## src/common/isa_pkg.sv

```systemverilog
`default_nettype none

package isa_pkg;

    // Major opcode, upper nibble of the instruction byte
    typedef enum logic [3:0] {
        NOP         = 4'd0,
        MOV         = 4'd1,     // R[ra] <- R[rb]
        ADD         = 4'd2,
        SUB         = 4'd3,
        AND_OP      = 4'd4,
        OR_OP       = 4'd5,
        ROT_CARRY   = 4'd6,     // RLC, RRC, SETC, CLRC
        STACK_IO    = 4'd7,     // PUSH, POP, OUT, IN
        UNARY       = 4'd8,     // NOT, NEG, INC, DEC picked by the ALU
        COND_BRANCH = 4'd9,     // JZ, JN, JC, JV
        LOOP        = 4'd10,    // R[ra]--, branch to R[rb] if nonzero
        JUMP        = 4'd11,    // JMP, CALL, RET, RTI
        LOAD_STORE  = 4'd12,    // LDM, LDD, STD (two bytes)
        LDI         = 4'd13,    // R[rb] <- M[R[ra]]
        STI         = 4'd14     // M[R[ra]] <- R[rb]
    } opcode_e;

    // One instruction byte
    typedef struct packed {
        opcode_e    opcode;
        logic [1:0] ra;         // Also the sub-op or branch select
        logic [1:0] rb;
    } instr_t;

    // Operation code sent to the ALU
    typedef enum logic [3:0] {
        ALU_NONE   = 4'd0,
        ALU_PASS_B = 4'd1,      // MOV
        ALU_ADD    = 4'd2,
        ALU_SUB    = 4'd3,
        ALU_AND    = 4'd4,
        ALU_OR     = 4'd5,
        ALU_RLC    = 4'd6,
        ALU_RRC    = 4'd7,
        ALU_UNARY  = 4'd8       // Also LOOP decrement with dec_ra
    } alu_op_e;

    // ra-field codes under ROT_CARRY
    localparam logic [1:0] SUB_RLC  = 2'd0;
    localparam logic [1:0] SUB_RRC  = 2'd1;
    localparam logic [1:0] SUB_SETC = 2'd2;
    localparam logic [1:0] SUB_CLRC = 2'd3;

    // Under STACK_IO
    localparam logic [1:0] SUB_PUSH = 2'd0;
    localparam logic [1:0] SUB_POP  = 2'd1;
    localparam logic [1:0] SUB_OUT  = 2'd2;
    localparam logic [1:0] SUB_IN   = 2'd3;

    // Under JUMP
    localparam logic [1:0] SUB_JMP  = 2'd0;
    localparam logic [1:0] SUB_CALL = 2'd1;
    localparam logic [1:0] SUB_RET  = 2'd2;
    localparam logic [1:0] SUB_RTI  = 2'd3;

    // Under LOAD_STORE, code 3 unused
    localparam logic [1:0] SUB_LDM  = 2'd0;
    localparam logic [1:0] SUB_LDD  = 2'd1;
    localparam logic [1:0] SUB_STD  = 2'd2;

    // Flag select of COND_BRANCH
    localparam logic [1:0] BR_Z     = 2'd0;
    localparam logic [1:0] BR_N     = 2'd1;
    localparam logic [1:0] BR_C     = 2'd2;
    localparam logic [1:0] BR_V     = 2'd3;

endpackage

`default_nettype wire
```

## src/common/ctrl_pkg.sv

```systemverilog
`default_nettype none

package ctrl_pkg;

    // Sequencer states
    typedef enum logic [1:0] {
        ST_FETCH  = 2'd0,       // Normal decode
        ST_FETCH2 = 2'd1,       // Second byte of LDM/LDD/STD
        ST_INT    = 2'd2,       // Interrupt entry
        ST_LOOP   = 2'd3        // LOOP branch decision
    } seq_state_e;

    // Next PC select in the fetch unit
    typedef enum logic [2:0] {
        PC_INC   = 3'd0,        // PC+1
        PC_INC2  = 3'd1,        // PC+2
        PC_REG   = 3'd2,        // PC <- R[rb]
        PC_STACK = 3'd3,        // Popped return address
        PC_VEC0  = 3'd4,        // M[0], reset vector
        PC_VEC1  = 3'd5         // M[1], interrupt vector
    } pc_src_e;

    // Register file write-back select
    typedef enum logic [2:0] {
        WB_MEM  = 3'd0,
        WB_PC   = 3'd1,
        WB_IMM  = 3'd2,
        WB_ALU  = 3'd3,
        WB_PORT = 3'd4          // Input port
    } wb_sel_e;

    // Memory address select
    typedef enum logic [1:0] {
        MA_PC  = 2'd0,
        MA_REG = 2'd1,          // R[ra]
        MA_SP  = 2'd2,
        MA_IMM = 2'd3           // Immediate register
    } mem_src_e;

    // Data pushed on the stack
    typedef enum logic [1:0] {
        PUSH_RB  = 2'd0,
        PUSH_PC1 = 2'd1,        // Return address
        PUSH_PC  = 2'd2
    } push_sel_e;

    // Full control word to the datapath
    typedef struct packed {
        isa_pkg::alu_op_e alu_op;
        logic             dec_ra;           // Unary ALU decrements ra (LOOP)
        logic             reg_write;
        logic [1:0]       reg_dst;          // Destination register index
        wb_sel_e          wb_sel;
        logic             mem_read;
        logic             mem_write;
        mem_src_e         mem_src;
        push_sel_e        push_sel;
        logic             pop_to_pc;        // Pop goes to PC, not rb
        logic             pc_write;
        pc_src_e          pc_src;
        logic             ir_write;
        logic             imm_write;
        logic             stack_push;
        logic             stack_pop;
        logic             setc;
        logic             clrc;
        logic             save_flags;
        logic             restore_flags;
        logic             port_out_write;
        logic             port_in_read;
        logic             flush;            // Kill the fetched byte
    } ctrl_word_t;

    // Decoder requests to sequencer and combiner
    typedef struct packed {
        logic       two_byte;               // Go to ST_FETCH2
        logic       loop;                   // Go to ST_LOOP
        logic       cond_branch;            // Combiner checks a flag
        logic [1:0] br_sel;                 // Which flag
    } decode_req_t;

endpackage

`default_nettype wire

```

## src/hdl/control_unit_top.sv

```systemverilog
`timescale 1ns/1ps
`default_nettype none

module control_unit_top (
    input  logic                 clk,
    input  logic                 rst,
    input  isa_pkg::instr_t      instr,
    input  logic                 z_flag,
    input  logic                 n_flag,
    input  logic                 c_flag,
    input  logic                 v_flag,
    input  logic                 interrupt,
    output ctrl_pkg::ctrl_word_t ctrl
);
    import ctrl_pkg::*;

    ctrl_word_t  dec_word;      // Normal-fetch word
    decode_req_t req;           // Two-byte, loop and branch requests
    seq_state_e  state;

    op_decoder u_op_decoder (
        .instr    (instr),
        .dec_word (dec_word),
        .req      (req)
    );

    control_sequencer u_control_sequencer (
        .clk       (clk),
        .rst       (rst),
        .req       (req),
        .interrupt (interrupt),
        .state     (state)
    );

    control_combiner u_control_combiner (
        .state    (state),
        .dec_word (dec_word),
        .req      (req),
        .z_flag   (z_flag),
        .n_flag   (n_flag),
        .c_flag   (c_flag),
        .v_flag   (v_flag),
        .ctrl     (ctrl)
    );

endmodule

`default_nettype wire

```

## src/control_unit/control_combiner.sv

```systemverilog
`timescale 1ns/1ps
`default_nettype none

module control_combiner (
    input  ctrl_pkg::seq_state_e  state,
    input  ctrl_pkg::ctrl_word_t  dec_word,
    input  ctrl_pkg::decode_req_t req,
    input  logic                  z_flag,
    input  logic                  n_flag,
    input  logic                  c_flag,
    input  logic                  v_flag,
    output ctrl_pkg::ctrl_word_t  ctrl
);
    import isa_pkg::*;
    import ctrl_pkg::*;

    logic sel_flag;                         // Flag picked by br_sel

    always_comb begin
        case (req.br_sel)
            BR_Z:    sel_flag = z_flag;
            BR_N:    sel_flag = n_flag;
            BR_C:    sel_flag = c_flag;
            default: sel_flag = v_flag;     // BR_V
        endcase
    end

    always_comb begin
        ctrl = '0;
        case (state)
            ST_FETCH: begin
                ctrl = dec_word;
                if (req.cond_branch && sel_flag) begin
                    ctrl.pc_src = PC_REG;   // Taken branch to R[rb]
                    ctrl.flush  = 1'b1;
                end
            end
            ST_FETCH2: begin                // Immediate byte already latched
                ctrl.mem_read = 1'b1;
                ctrl.ir_write = 1'b1;
                ctrl.pc_write = 1'b1;
                ctrl.pc_src   = PC_INC;     // Two increments give PC+2
            end
            ST_LOOP: begin
                ctrl.mem_read = 1'b1;
                ctrl.ir_write = 1'b1;
                ctrl.pc_write = 1'b1;
                if (!z_flag) begin          // Count not yet zero
                    ctrl.pc_src = PC_REG;
                    ctrl.flush  = 1'b1;
                end else begin
                    ctrl.pc_src = PC_INC;
                end
            end
            default: begin                  // ST_INT
                ctrl.save_flags = 1'b1;
                ctrl.stack_push = 1'b1;
                ctrl.push_sel   = PUSH_PC1;
                ctrl.mem_write  = 1'b1;
                ctrl.mem_read   = 1'b1;     // Vector read from M[1]
                ctrl.mem_src    = MA_SP;
                ctrl.pc_write   = 1'b1;
                ctrl.pc_src     = PC_VEC1;
                ctrl.flush      = 1'b1;     // Fetched byte runs again after RTI
            end
        endcase
    end

    // A flushed fetch always loads a new PC
    a_flush_moves_pc: assert property (@(ctrl) ctrl.flush |-> ctrl.pc_write);

    // Carry set and clear never pulse together
    a_carry_exclusive: assert property (@(ctrl) !(ctrl.setc && ctrl.clrc));

endmodule

`default_nettype wire

```

## src/control_unit/control_sequencer.sv

```systemverilog
`timescale 1ns/1ps
`default_nettype none

module control_sequencer (
    input  logic                  clk,
    input  logic                  rst,
    input  ctrl_pkg::decode_req_t req,
    input  logic                  interrupt,
    output ctrl_pkg::seq_state_e  state
);
    import ctrl_pkg::*;

    seq_state_e next_state;

    always_ff @(posedge clk) begin
        if (rst) begin
            state <= ST_FETCH;
        end else begin
            state <= next_state;
        end
    end

    always_comb begin
        next_state = ST_FETCH;              // Every extra state lasts one cycle
        case (state)
            ST_FETCH: begin
                if (interrupt) begin
                    next_state = ST_INT;    // Interrupt wins over a pending second byte
                end else if (req.two_byte) begin
                    next_state = ST_FETCH2;
                end else if (req.loop) begin
                    next_state = ST_LOOP;
                end
            end
            ST_FETCH2, ST_LOOP: begin
                if (interrupt) begin
                    next_state = ST_INT;    // Taken once the instruction completes
                end
            end
            default: begin                  // ST_INT back to normal fetch
                next_state = ST_FETCH;
            end
        endcase
    end

    // Interrupt entry is a single cycle
    a_int_one_cycle: assert property (
        @(posedge clk) disable iff (rst)
        state == ST_INT |=> state == ST_FETCH
    );

    // Decoder never asks for both extra states at once
    a_req_exclusive: assert property (
        @(posedge clk) disable iff (rst)
        !(req.two_byte && req.loop)
    );

endmodule

`default_nettype wire

```

## src/control_unit/op_decoder.sv

```systemverilog
`timescale 1ns/1ps
`default_nettype none

module op_decoder (
    input  isa_pkg::instr_t      instr,
    output ctrl_pkg::ctrl_word_t dec_word,
    output ctrl_pkg::decode_req_t req
);
    import isa_pkg::*;
    import ctrl_pkg::*;

    always_comb begin
        dec_word          = '0;
        req               = '0;
        dec_word.ir_write = 1'b1;       // Next byte is an opcode by default
        dec_word.mem_read = 1'b1;       // Fetch read
        dec_word.pc_write = 1'b1;
        dec_word.pc_src   = PC_INC;

        case (instr.opcode)
            NOP: begin
            end
            MOV: begin
                dec_word.alu_op    = ALU_PASS_B;
                dec_word.reg_write = 1'b1;
                dec_word.reg_dst   = instr.ra;
                dec_word.wb_sel    = WB_ALU;
            end
            ADD: begin
                dec_word.alu_op    = ALU_ADD;
                dec_word.reg_write = 1'b1;
                dec_word.reg_dst   = instr.ra;
                dec_word.wb_sel    = WB_ALU;
            end
            SUB: begin
                dec_word.alu_op    = ALU_SUB;
                dec_word.reg_write = 1'b1;
                dec_word.reg_dst   = instr.ra;
                dec_word.wb_sel    = WB_ALU;
            end
            AND_OP: begin
                dec_word.alu_op    = ALU_AND;
                dec_word.reg_write = 1'b1;
                dec_word.reg_dst   = instr.ra;
                dec_word.wb_sel    = WB_ALU;
            end
            OR_OP: begin
                dec_word.alu_op    = ALU_OR;
                dec_word.reg_write = 1'b1;
                dec_word.reg_dst   = instr.ra;
                dec_word.wb_sel    = WB_ALU;
            end
            ROT_CARRY: begin
                case (instr.ra)
                    SUB_RLC, SUB_RRC: begin
                        dec_word.alu_op    = (instr.ra == SUB_RLC) ? ALU_RLC : ALU_RRC;
                        dec_word.reg_write = 1'b1;
                        dec_word.reg_dst   = instr.rb;      // Rotates work in place on rb
                        dec_word.wb_sel    = WB_ALU;
                    end
                    SUB_SETC: dec_word.setc = 1'b1;
                    default:  dec_word.clrc = 1'b1;         // SUB_CLRC
                endcase
            end
            STACK_IO: begin
                case (instr.ra)
                    SUB_PUSH: begin                         // M[SP--] <- R[rb]
                        dec_word.stack_push = 1'b1;
                        dec_word.mem_write  = 1'b1;
                        dec_word.mem_src    = MA_SP;
                        dec_word.push_sel   = PUSH_RB;
                    end
                    SUB_POP: begin                          // R[rb] <- M[++SP]
                        dec_word.stack_pop = 1'b1;
                        dec_word.mem_src   = MA_SP;
                        dec_word.reg_write = 1'b1;
                        dec_word.reg_dst   = instr.rb;
                        dec_word.wb_sel    = WB_MEM;
                    end
                    SUB_OUT: dec_word.port_out_write = 1'b1; // Port takes R[rb]
                    default: begin                          // SUB_IN
                        dec_word.port_in_read = 1'b1;
                        dec_word.reg_write    = 1'b1;
                        dec_word.reg_dst      = instr.rb;
                        dec_word.wb_sel       = WB_PORT;
                    end
                endcase
            end
            UNARY: begin
                dec_word.alu_op    = ALU_UNARY;
                dec_word.reg_write = 1'b1;
                dec_word.reg_dst   = instr.rb;
                dec_word.wb_sel    = WB_ALU;
            end
            COND_BRANCH: begin
                req.cond_branch = 1'b1;     // Taken/not taken resolved in combiner
                req.br_sel      = instr.ra;
            end
            LOOP: begin
                dec_word.alu_op    = ALU_UNARY;
                dec_word.dec_ra    = 1'b1;  // Decrement count in ra
                dec_word.reg_write = 1'b1;
                dec_word.reg_dst   = instr.ra;
                dec_word.wb_sel    = WB_ALU;
                req.loop           = 1'b1;  // Branch decided next cycle on Z
            end
            JUMP: begin
                case (instr.ra)
                    SUB_JMP: begin
                        dec_word.pc_src = PC_REG;
                        dec_word.flush  = 1'b1;
                    end
                    SUB_CALL: begin                         // Push PC+1, jump to R[rb]
                        dec_word.pc_src     = PC_REG;
                        dec_word.stack_push = 1'b1;
                        dec_word.mem_write  = 1'b1;
                        dec_word.mem_src    = MA_SP;
                        dec_word.push_sel   = PUSH_PC1;
                    end
                    default: begin                          // RET and RTI
                        dec_word.stack_pop     = 1'b1;
                        dec_word.pop_to_pc     = 1'b1;
                        dec_word.pc_src        = PC_STACK;
                        dec_word.flush         = 1'b1;
                        dec_word.restore_flags = (instr.ra == SUB_RTI);
                    end
                endcase
            end
            LOAD_STORE: begin
                if (instr.ra != 2'd3) begin                 // Code 3 is a NOP
                    req.two_byte       = 1'b1;
                    dec_word.ir_write  = 1'b0;              // Next byte is the immediate
                    dec_word.imm_write = 1'b1;
                end
                case (instr.ra)
                    SUB_LDM: begin
                        dec_word.reg_write = 1'b1;
                        dec_word.reg_dst   = instr.rb;
                        dec_word.wb_sel    = WB_IMM;
                    end
                    SUB_LDD: begin
                        dec_word.reg_write = 1'b1;
                        dec_word.reg_dst   = instr.rb;
                        dec_word.wb_sel    = WB_MEM;
                        dec_word.mem_src   = MA_IMM;
                    end
                    SUB_STD: begin
                        dec_word.mem_write = 1'b1;
                        dec_word.mem_src   = MA_IMM;
                    end
                    default: begin
                    end
                endcase
            end
            LDI: begin                                      // R[rb] <- M[R[ra]]
                dec_word.reg_write = 1'b1;
                dec_word.reg_dst   = instr.rb;
                dec_word.wb_sel    = WB_MEM;
                dec_word.mem_src   = MA_REG;
            end
            STI: begin                                      // M[R[ra]] <- R[rb]
                dec_word.mem_write = 1'b1;
                dec_word.mem_src   = MA_REG;
            end
            default: begin                                  // Opcode 15, plain fetch
            end
        endcase
    end

endmodule

`default_nettype wire

```

## config.mk

```make
export PLATFORM = sky130hd
export DESIGN_NAME = control_unit_top
export DESIGN_NICKNAME = d
export VERILOG_FILES = /design/src/common/isa_pkg.sv /design/src/common/ctrl_pkg.sv /design/src/hdl/control_unit_top.sv /design/src/control_unit/control_combiner.sv /design/src/control_unit/control_sequencer.sv /design/src/control_unit/op_decoder.sv
export SDC_FILE = /design/constraint.sdc
export NUM_CORES = 1
export LEC_CHECK = 0
export BUFFER_PORTS_ARGS = -buffer_cell sky130_fd_sc_hd__buf_2
export CAP_MARGIN = 10
export CORE_MARGIN = 3
export CORE_UTILIZATION = 42
export CTS_CLUSTER_SIZE = 10
export DETAILED_ROUTE_END_ITERATION = 12
export GPL_TIMING_DRIVEN = 1
export PLACE_DENSITY = 0.83
export SYNTH_ARGS = -nofsm -noshare
export SYNTH_HDL_FRONTEND = slang
export SYNTH_SLANG_ARGS = --single-unit
```

## constraint.sdc

```tcl
create_clock -name clk -period 5.64 [get_ports clk]
set_clock_uncertainty 0.2 [all_clocks]
set_input_delay 1.692 -clock clk [delete_from_list [all_inputs] [get_ports clk]]
set_output_delay 1.692 -clock clk [all_outputs]
set_load 0.005 [all_outputs]
```

==> results of run 1 <==
==> synth_stat cells (3+ instances only) <==
master / instances / area, sq um
nor2_1: 17 / 63.8
nor3_1: 14 / 70.1
nand2_1: 10 / 37.5
a21oi_1: 8 / 40.0
ha_1: 6 / 75.1
a211oi_1: 5 / 37.5
and2_1: 5 / 31.3
inv_1: 5 / 18.8
nand2b_1: 5 / 31.3
buf_2: 4 / 20.0
buf_4: 4 / 30.0
clkbuf_1: 3 / 11.3
o21ai_0: 3 / 15.0
or2_2: 3 / 18.8
==> path summary, 6_finish.rpt <==
path,startpoint,end,slack [ps],cells past startpoint
worst min-delay path,u_control_sequencer.state[0],u_control_sequencer.state[1],520,2
worst max-delay path,instr[3],ctrl[30],410,7
worst max register to register,u_control_sequencer.state[0],u_control_sequencer.state[0],4250,2
worst min register to register,u_control_sequencer.state[0],u_control_sequencer.state[1],520,2
==> cells by family after synthesis <==
group                      count (synthesis)
buffers and inverters                     18
DFF                                        2
adders and majority gates                  6
other                                      2
muxes                                      3
AOI/OAI and AO/OA                         32
and+or+nand+nor                           65
==> worst max-delay path, delay by kind of cell <==
family / cells / cell delay [ps]
AOI/OAI and AO/OA: 1 / 400
adders and majority gates: 1 / 310
buffers and inverters: 3 / 460
and+or+nand+nor: 2 / 470
==> per-stage QoR <==
| step | hold WS, ps | cell area [sq um] |
|---|---|---|
| final | 523 | 1030 |
| after global routing | 581 | 1030 |
| after CTS | 525 | 1030 |
| after floorplan | 342 | 836 |
| after global placement | 505 | 1010 |
| after detailed placement | 523 | 1010 |
==> routing by layer <==
metal / track usage [%] / wire (um) / up-vias
met3: 2.37 / 183 / 0
met2: 34.6 / 1240 / 46
met4: 5.38 / 0 / 0
met5: 0 / 0 / -
li1: - / - / 526
met1: 27.2 / 1070 / 496
==> final cells by class <==
cell class	instances	area [sq um]
multi-input cells	109	701
fillers	180	768
flip-flops and latches	2	40.0
well taps	25	31.3
inverters	5	18.8
repair buffers	44	220
clock buffers	3	22.5
==> cell usage in the layout, fill, tap and decap left out, drive strengths merged <==
cell,Yosys,layout
a211o,2,2
and3,2,2
a2111oi,3,3
conb,2,3
mux4,1,1
and2,5,5
ha,6,6
nor2,17,17
nor3,14,14
a31oi,1,1
a22o,1,1
o31a,1,1
o21a,2,2
inv,5,5
a221oi,1,1
and4,1,1
o32ai,2,2
a21oi,8,8
a22oi,1,1
nand2,10,10
or3,2,2
dfxtp,2,2
a211oi,5,5
o21ai,3,3
or2,4,4
mux2i,2,2
clkbuf,3,3
o22ai,1,1
nor3b,1,1
nor2b,2,2
buf,10,44
nand2b,5,5
a21o,1,1
nor4,2,2
==> report_power, final <==
part	switching (W)	internal, W
Clock	0.00000753	0.0000234
Combinational	0.0000386	0.0000285
Sequential	0.00000142	0.0000149
Total	0.0000476	0.0000668
==> results.cfg, run 1 <==
[power]
powerDensity_nw_per_um2 = 111
finalPower_w = 0.000114
leakage_nw = 0.520
vdd_drop_max_v = 0.0000530

[sta]
setup_violations = 0
fmax_mhz = 191
slew_violations = 0
fin_ws_ps = 406
finalCritPeriodShare_pct = 92.8
final.setup.tns_ps = 0
post-route-min-period_ps = 5230
rsz0062_at_grt = no
final-hold-violation-count = 0

[routing]
firstDrtPassIters = 4
drt-wirelength-per-cell_um = 13.3
via_count = 1068
viasPerCell = 5.68
routed_wl_um = 2500
drt_iter0_drc = 23
drc = 0
antenna_left = 0

[global_routing]
antenna_found_initial = 0
grt_pass1_vias = 942
grt_util_all_layers_pct = 20.4
grt_max_degree = 20
grt_overflow = 0
grt_pass1_wl_um = 4170

[layout]
area_growth_syn_to_layout_pct = 24.2
final_util_pct = 57.4
antenna_cells = 0
largest-register = u_control_sequencer.state
reg_top3 = u_control_sequencer.state: 2 flops
largest_register_ffs = 2
nets = 186
drive_gt1_share_pct = 32.5
stdcell_count = 188

[yosys]
synth-simple-area-share_pct = 39.7
synth-main-ff-cell = dfxtp_1
ys_async_sr_fraction_pct = 0
synth_top_family_by_area = simple AND/OR/NAND/NOR gates
avgSynthCellArea_sq_um = 6.50
synth_xor_area_share_pct = 0
yosysSeqAreaShare_pct = 4.81
synth-adder-area-share_pct = 9.02
netlist_area_sq_um = 832
synth-compound-area-share_pct = 29.0
synth_mux_area_share_pct = 5.11
synth-edff-count = 0
ys_types = 40
synth_seq_cells = 2
syn_inst = 128
ys.warnings.count = 0

[status]
status = finished clean

[critical_path]
critical_path.cell_chain = buf_2 -> inv_1 -> ha_1 -> nor2_1 -> or2_2 -> a2111oi_0 -> buf_2
critPathMaxStageDelay_ps = 400
cp_common_cell = buf_2
end_kind = primary output
path_class = input pin to primary output
critPathLaunchType = input pin
cp_slowest_cell = a2111oi_0
critPathArrivalTime_ps = 3340
cp_max_fo = 7
crit_required_ps = 3750

[floorplanning]
fp.dieW_um = 50.5
row_count = 15
die_y_um = 50.5
fp.dieArea_sq_um = 2550
ioPinCount = 48
start_util_pct = 46.2
core_area_sq_um = 1800

[placed_design]
port_buffers = 44
dp_hpwl_um = 1890
dpl_worst_slack_ps = 439
finalWeightedCongestion = 0.878
post-place-cells = 185

[clock_tree]
clock_sinks = 2
cts_tree = done
htree_levels = 1
cts_buffers = 3
worst_skew_pair.late_latency_ps = 220
cts-resized-gates = 0
ctsHoldBuffers = 0
clk_pin_slew_worst_paths_ps = 30
cts_buffer_depth = 2
cts_setup_buffers = 0
clock-root-buffer = clkbuf_4

[run]
max_cap_violations = 0

[min_path]
hold_class = flop to flop
No activity file was read; power rests on OpenSTA's default activity.
==> run 2, diff against run 1 <==
--- a/config.mk
+++ b/config.mk
@@ -7,12 +7,11 @@
 export LEC_CHECK = 0
 export BUFFER_PORTS_ARGS = -buffer_cell sky130_fd_sc_hd__buf_2
 export CAP_MARGIN = 10
-export CORE_MARGIN = 3
-export CORE_UTILIZATION = 42
+export CORE_UTILIZATION = 39
 export CTS_CLUSTER_SIZE = 10
 export DETAILED_ROUTE_END_ITERATION = 12
 export GPL_TIMING_DRIVEN = 1
-export PLACE_DENSITY = 0.83
+export PLACE_DENSITY = 0.81
 export SYNTH_ARGS = -nofsm -noshare
 export SYNTH_HDL_FRONTEND = slang
 export SYNTH_SLANG_ARGS = --single-unit
==> constraint.sdc (replaced) <==
create_clock -name clk -period 4.3 [get_ports clk]
set_clock_uncertainty 0.2 [all_clocks]
set_input_delay 1.29 -clock clk [delete_from_list [all_inputs] [get_ports clk]]
set_output_delay 1.29 -clock clk [all_outputs]
set_load 0.005 [all_outputs]
==> results.cfg, run 2 (synthesized netlist as in run 1, its figures left out) <==
[floorplanning]
ioPinCount = 48
start_util_pct = 42.0
die_y_um = 48.2
core_area_sq_um = 1980
fp.dieW_um = 48.2
fp.dieArea_sq_um = 2320
row_count = 16

[global_routing]
busiest_layer = met2
grt_util_all_layers_pct = 22.2
antenna_found_initial = 0
grt_use_met1_pct = 30.5
grt_pass1_vias = 894
grt_max_degree = 20
grt_pass1_wl_um = 3730
met3_usage_pct = 2.22
grt_overflow = 0
met2_usage_pct = 35.7

[layout]
largest_register_ffs = 2
drive_gt1_share_pct = 36.5
layout_commonest_cell = buf_2
stdcell_count = 194
nets = 190
antenna_cells = 0
final_util_pct = 54.4
fill_cells = 185
layout_common_cells = buf_2, nor2_1, nor3_1, nand2_1, a21oi_1
area_growth_syn_to_layout_pct = 29.6
reg_top3 = u_control_sequencer.state: 2 flops
largest-register = u_control_sequencer.state

[critical_path]
crit_required_ps = 2810
critPathLaunchType = input pin
cp_max_fo = 6
critPathArrivalTime_ps = 2670
path_class = input pin to primary output
end_kind = primary output
reg2reg_slack_ps = 2920
r2r_cells = 2

[status]
status = finished clean

[sta]
fmax_mhz = 240
finalCritPeriodShare_pct = 96.7
setup_violations = 0
post-route-min-period_ps = 4160
fin_ws_ps = 140
slew_violations = 0
final-hold-violation-count = 0
final.setup.tns_ps = 0
rsz0062_at_grt = no

[routing]
drc = 0
drt_iter0_drc = 40
antenna_left = 0
drt-wirelength-per-cell_um = 12.6
routed_wl_um = 2440
firstDrtPassIters = 4
via_count = 1069
viasPerCell = 5.51

[min_path]
hold_class = flop to flop
hold_path_depth = 2

[clock_tree]
worst_skew_pair.late_latency_ps = 230
cts-resized-gates = 0
htree_levels = 1
ctsHoldBuffers = 0
cts_buffers = 3
clock_sinks = 2
cts_setup_buffers = 0
cts_buffer_depth = 2
clk_pin_slew_worst_paths_ps = 30
cts_tree = done
clock-root-buffer = clkbuf_4

[power]
sw_frac_of_total_pct = 41.7
p_sw_w = 0.0000651
vdd_drop_max_v = 0.0000672
powerDensity_nw_per_um2 = 145
pwr-share-comb_pct = 59.3
p_int_w = 0.0000909
leakage_nw = 0.536
seqPwrFrac_pct = 13.7
p_clk_share_pct = 26.9

[placed_design]
post-place-cells = 191
finalWeightedCongestion = 0.864
dpl_worst_slack_ps = 60.4
port_buffers = 44
dp_hpwl_um = 1810

[run]
max_cap_violations = 0
run 2: changes by cell type in the layout (fill, tap and decap cells not counted), sizes merged:
cell	change
buf	+4
run 2: power groups by stage:
stage                     combinational [W]  clock (W)  sequential (W)
final                             0.0000926  0.0000420       0.0000214
after global routing               0.000104  0.0000444       0.0000215
after floorplan                   0.0000604          0       0.0000198
after global placement            0.0000880          0       0.0000214
after CTS                         0.0000901  0.0000425       0.0000213
after detailed placement          0.0000897          0       0.0000216
run 2: path summary, 6_finish.rpt:
kind / from / end
worst max-delay path: instr[2] / ctrl[27]
worst min-delay path: u_control_sequencer.state[0] / u_control_sequencer.state[1]
worst max register to register: u_control_sequencer.state[0] / u_control_sequencer.state[0]
worst min register to register: u_control_sequencer.state[0] / u_control_sequencer.state[1]
run 2: stage by stage:
step           power (W)  cell area [sq um]  hold WS (ps)
6_report        0.000156               1080           538
3_3_place_gp    0.000109               1040           496
4_1_cts         0.000154               1070           536
3_5_place_dp    0.000111               1040           527
5_1_grt         0.000170               1080           580
2_1_floorplan  0.0000803                836           342
run 2: worst max-delay path, stage by stage:
cell and delay, ps:
buf_2 150, inv_1 90, ha_2 190, nor2_1 70, or2_2 320, a211o_1 310
a21oi_1 120, buf_2 120
run 2: layout make-up:
cell class	instances	area (sq um)	share of cell area, %
Inverter	5	18.8	1.74
Sequential cell	2	40.0	3.71
Clock buffer	3	22.5	2.09
Multi-Input combinational cell	109	713	66.1
Tap cell	27	33.8	3.13
Timing Repair Buffer	48	250	23.2
run 2: routing by layer:
| layer | part of all wire [%] | wire length [um] |
|---|---|---|
| met5 | 0 | 0 |
| met4 | 1.4 | 35 |
| met3 | 8.5 | 206 |
| met2 | 48 | 1160 |
| met1 | 43 | 1040 |
==> run 3, diff against run 2 <==
--- a/config.mk
+++ b/config.mk
@@ -7,6 +7,7 @@
 export LEC_CHECK = 0
 export BUFFER_PORTS_ARGS = -buffer_cell sky130_fd_sc_hd__buf_2
 export CAP_MARGIN = 10
+export CORE_MARGIN = 3
 export CORE_UTILIZATION = 39
 export CTS_CLUSTER_SIZE = 10
 export DETAILED_ROUTE_END_ITERATION = 12
==> results.cfg, run 3 (synthesized netlist as in run 1, its figures left out) <==
[status]
status = finished clean

[clock_tree]
cts_buffer_depth = 2
cts_buffers = 3
clock-root-buffer = clkbuf_4
cts-resized-gates = 0
clock_sinks = 2
worst_skew_pair.late_latency_ps = 240
ctsHoldBuffers = 0
cts_setup_buffers = 0
htree_levels = 1
clk_pin_slew_worst_paths_ps = 40
cts_tree = done

[global_routing]
grt_overflow = 0
grt_pass1_vias = 966
grt_util_all_layers_pct = 20.8
antenna_found_initial = 0
grt_pass1_wl_um = 4330
grt_max_degree = 20

[floorplanning]
fp.dieW_um = 52.2
ioPinCount = 48
start_util_pct = 42.0
fp.dieArea_sq_um = 2720
die_y_um = 52.2
row_count = 16
core_area_sq_um = 1980

[routing]
antenna_left = 0
drc = 0
viasPerCell = 5.76
drt_iter0_drc = 58
firstDrtPassIters = 7
via_count = 1123
routed_wl_um = 2720
drt-wirelength-per-cell_um = 13.9

[min_path]
hold_class = flop to flop
hold_path_depth = 2

[critical_path]
endpoint = ctrl[30]
reg2reg_slack_ps = 2900
cp.depth = 7
r2r-end = u_control_sequencer.state[0]
critPathLaunchType = input pin
cp_common_cell = buf_2
end_kind = primary output
timing.rr.start = u_control_sequencer.state[0]
path_class = input pin to primary output
cp_max_fo = 4
crit_buf_inv = 3
critical_path.cell_chain = buf_2 -> inv_1 -> ha_2 -> nor2_1 -> or2_2 -> a2111oi_1 -> buf_2
critPathArrivalTime_ps = 2690
critPathMaxStageDelay_ps = 390
critical_path.startpoint = instr[3]
r2r_cells = 2
critPathTopFamily = buffers and inverters
crit_required_ps = 2810
cp_slowest_cell = a2111oi_1

[sta]
final.setup.tns_ps = 0
final-hold-violation-count = 0
post-route-min-period_ps = 4180
whs_ps = 533
slew_violations = 0
fmax_mhz = 239
setup_violations = 0
finalCritPeriodShare_pct = 97.2

[power]
seqPwrFrac_pct = 13.4
sw_frac_of_total_pct = 42.8
leakage_nw = 0.541
p_sw_w = 0.0000686
powerDensity_nw_per_um2 = 148
pwr-share-comb_pct = 58.4
vdd_drop_max_v = 0.0000779
p_clk_share_pct = 28.2
p_int_w = 0.0000915
finalPower_w = 0.000160

[placed_design]
post-place-cells = 192
port_buffers = 44
finalWeightedCongestion = 0.849
dp_hpwl_um = 2050

[layout]
drive_gt1_share_pct = 35.7
multi_input_area_sq_um = 707
antenna_cells = 0
regArea_sq_um = 40.0
largest-register = u_control_sequencer.state
stdcell_count = 195
area_growth_syn_to_layout_pct = 29.8
layout_commonest_cell = buf_2
final_util_pct = 54.5
layout_common_cells = buf_2, nor2_1, nor3_1, nand2_1, a21oi_1
reg_top3 = u_control_sequencer.state: 2 flops
fill_cells = 195
nets = 191
largest_register_ffs = 2

[run]
max_cap_violations = 0
## run 3: cell count changes in the layout (fill, tap and decap cells not counted), sizes merged
cell	previous run	this run
buf	48	49
## run 3: power groups by stage
stage / registers (W) / clock network [W] / logic [W]
finish: 0.0000214 / 0.0000452 / 0.0000934
CTS: 0.0000212 / 0.0000464 / 0.0000919
detailed placement: 0.0000215 / 0 / 0.0000914
global placement: 0.0000214 / 0 / 0.0000891
floorplan: 0.0000198 / 0 / 0.0000604
global route: 0.0000216 / 0.0000460 / 0.000103
## run 3: final cells by class
| cell class | instances | share of cell area (%) |
|---|---|---|
| sequential | 2 | 3.71 |
| clock buffer | 3 | 2.09 |
| tap | 27 | 3.13 |
| multi-input combinational | 109 | 65.5 |
| timing repair buffer | 49 | 23.9 |
| inverter | 5 | 1.74 |
## run 3: how the worst min path moves through the flow
stage	from	to	slack, ps
finish	u_control_sequencer.state[0]	u_control_sequencer.state[1]	530
global route	u_control_sequencer.state[0]	u_control_sequencer.state[1]	590
CTS	u_control_sequencer.state[0]	u_control_sequencer.state[1]	510
detailed placement	u_control_sequencer.state[0]	u_control_sequencer.state[1]	520
global placement	u_control_sequencer.state[0]	u_control_sequencer.state[1]	500
floorplan	u_control_sequencer.state[0]	u_control_sequencer.state[0]	340
## run 3: layer usage
metal | vias to the layer above | GRT usage, % | share of wire [%]
met3 | 11 | 1.99 | 8.2
li1 | 536 | - | -
met2 | 65 | 35.4 | 48
met1 | 511 | 26.3 | 41
met4 | 0 | 8.94 | 3.2
met5 | - | 0 | 0
## run 3: worst min-delay path, stage by stage, from the launching register on
cell,delay [ps]
dfxtp_1,410
nor2_1,200
nor3_1,80
## run 3: stage by stage
step	setup WS, ps	area, sq um
after CTS	104	1070
after global routing	-2.40	1080
after floorplan	282	836
final	120	1080
after detailed placement	112	1050
after global placement	99.3	1050
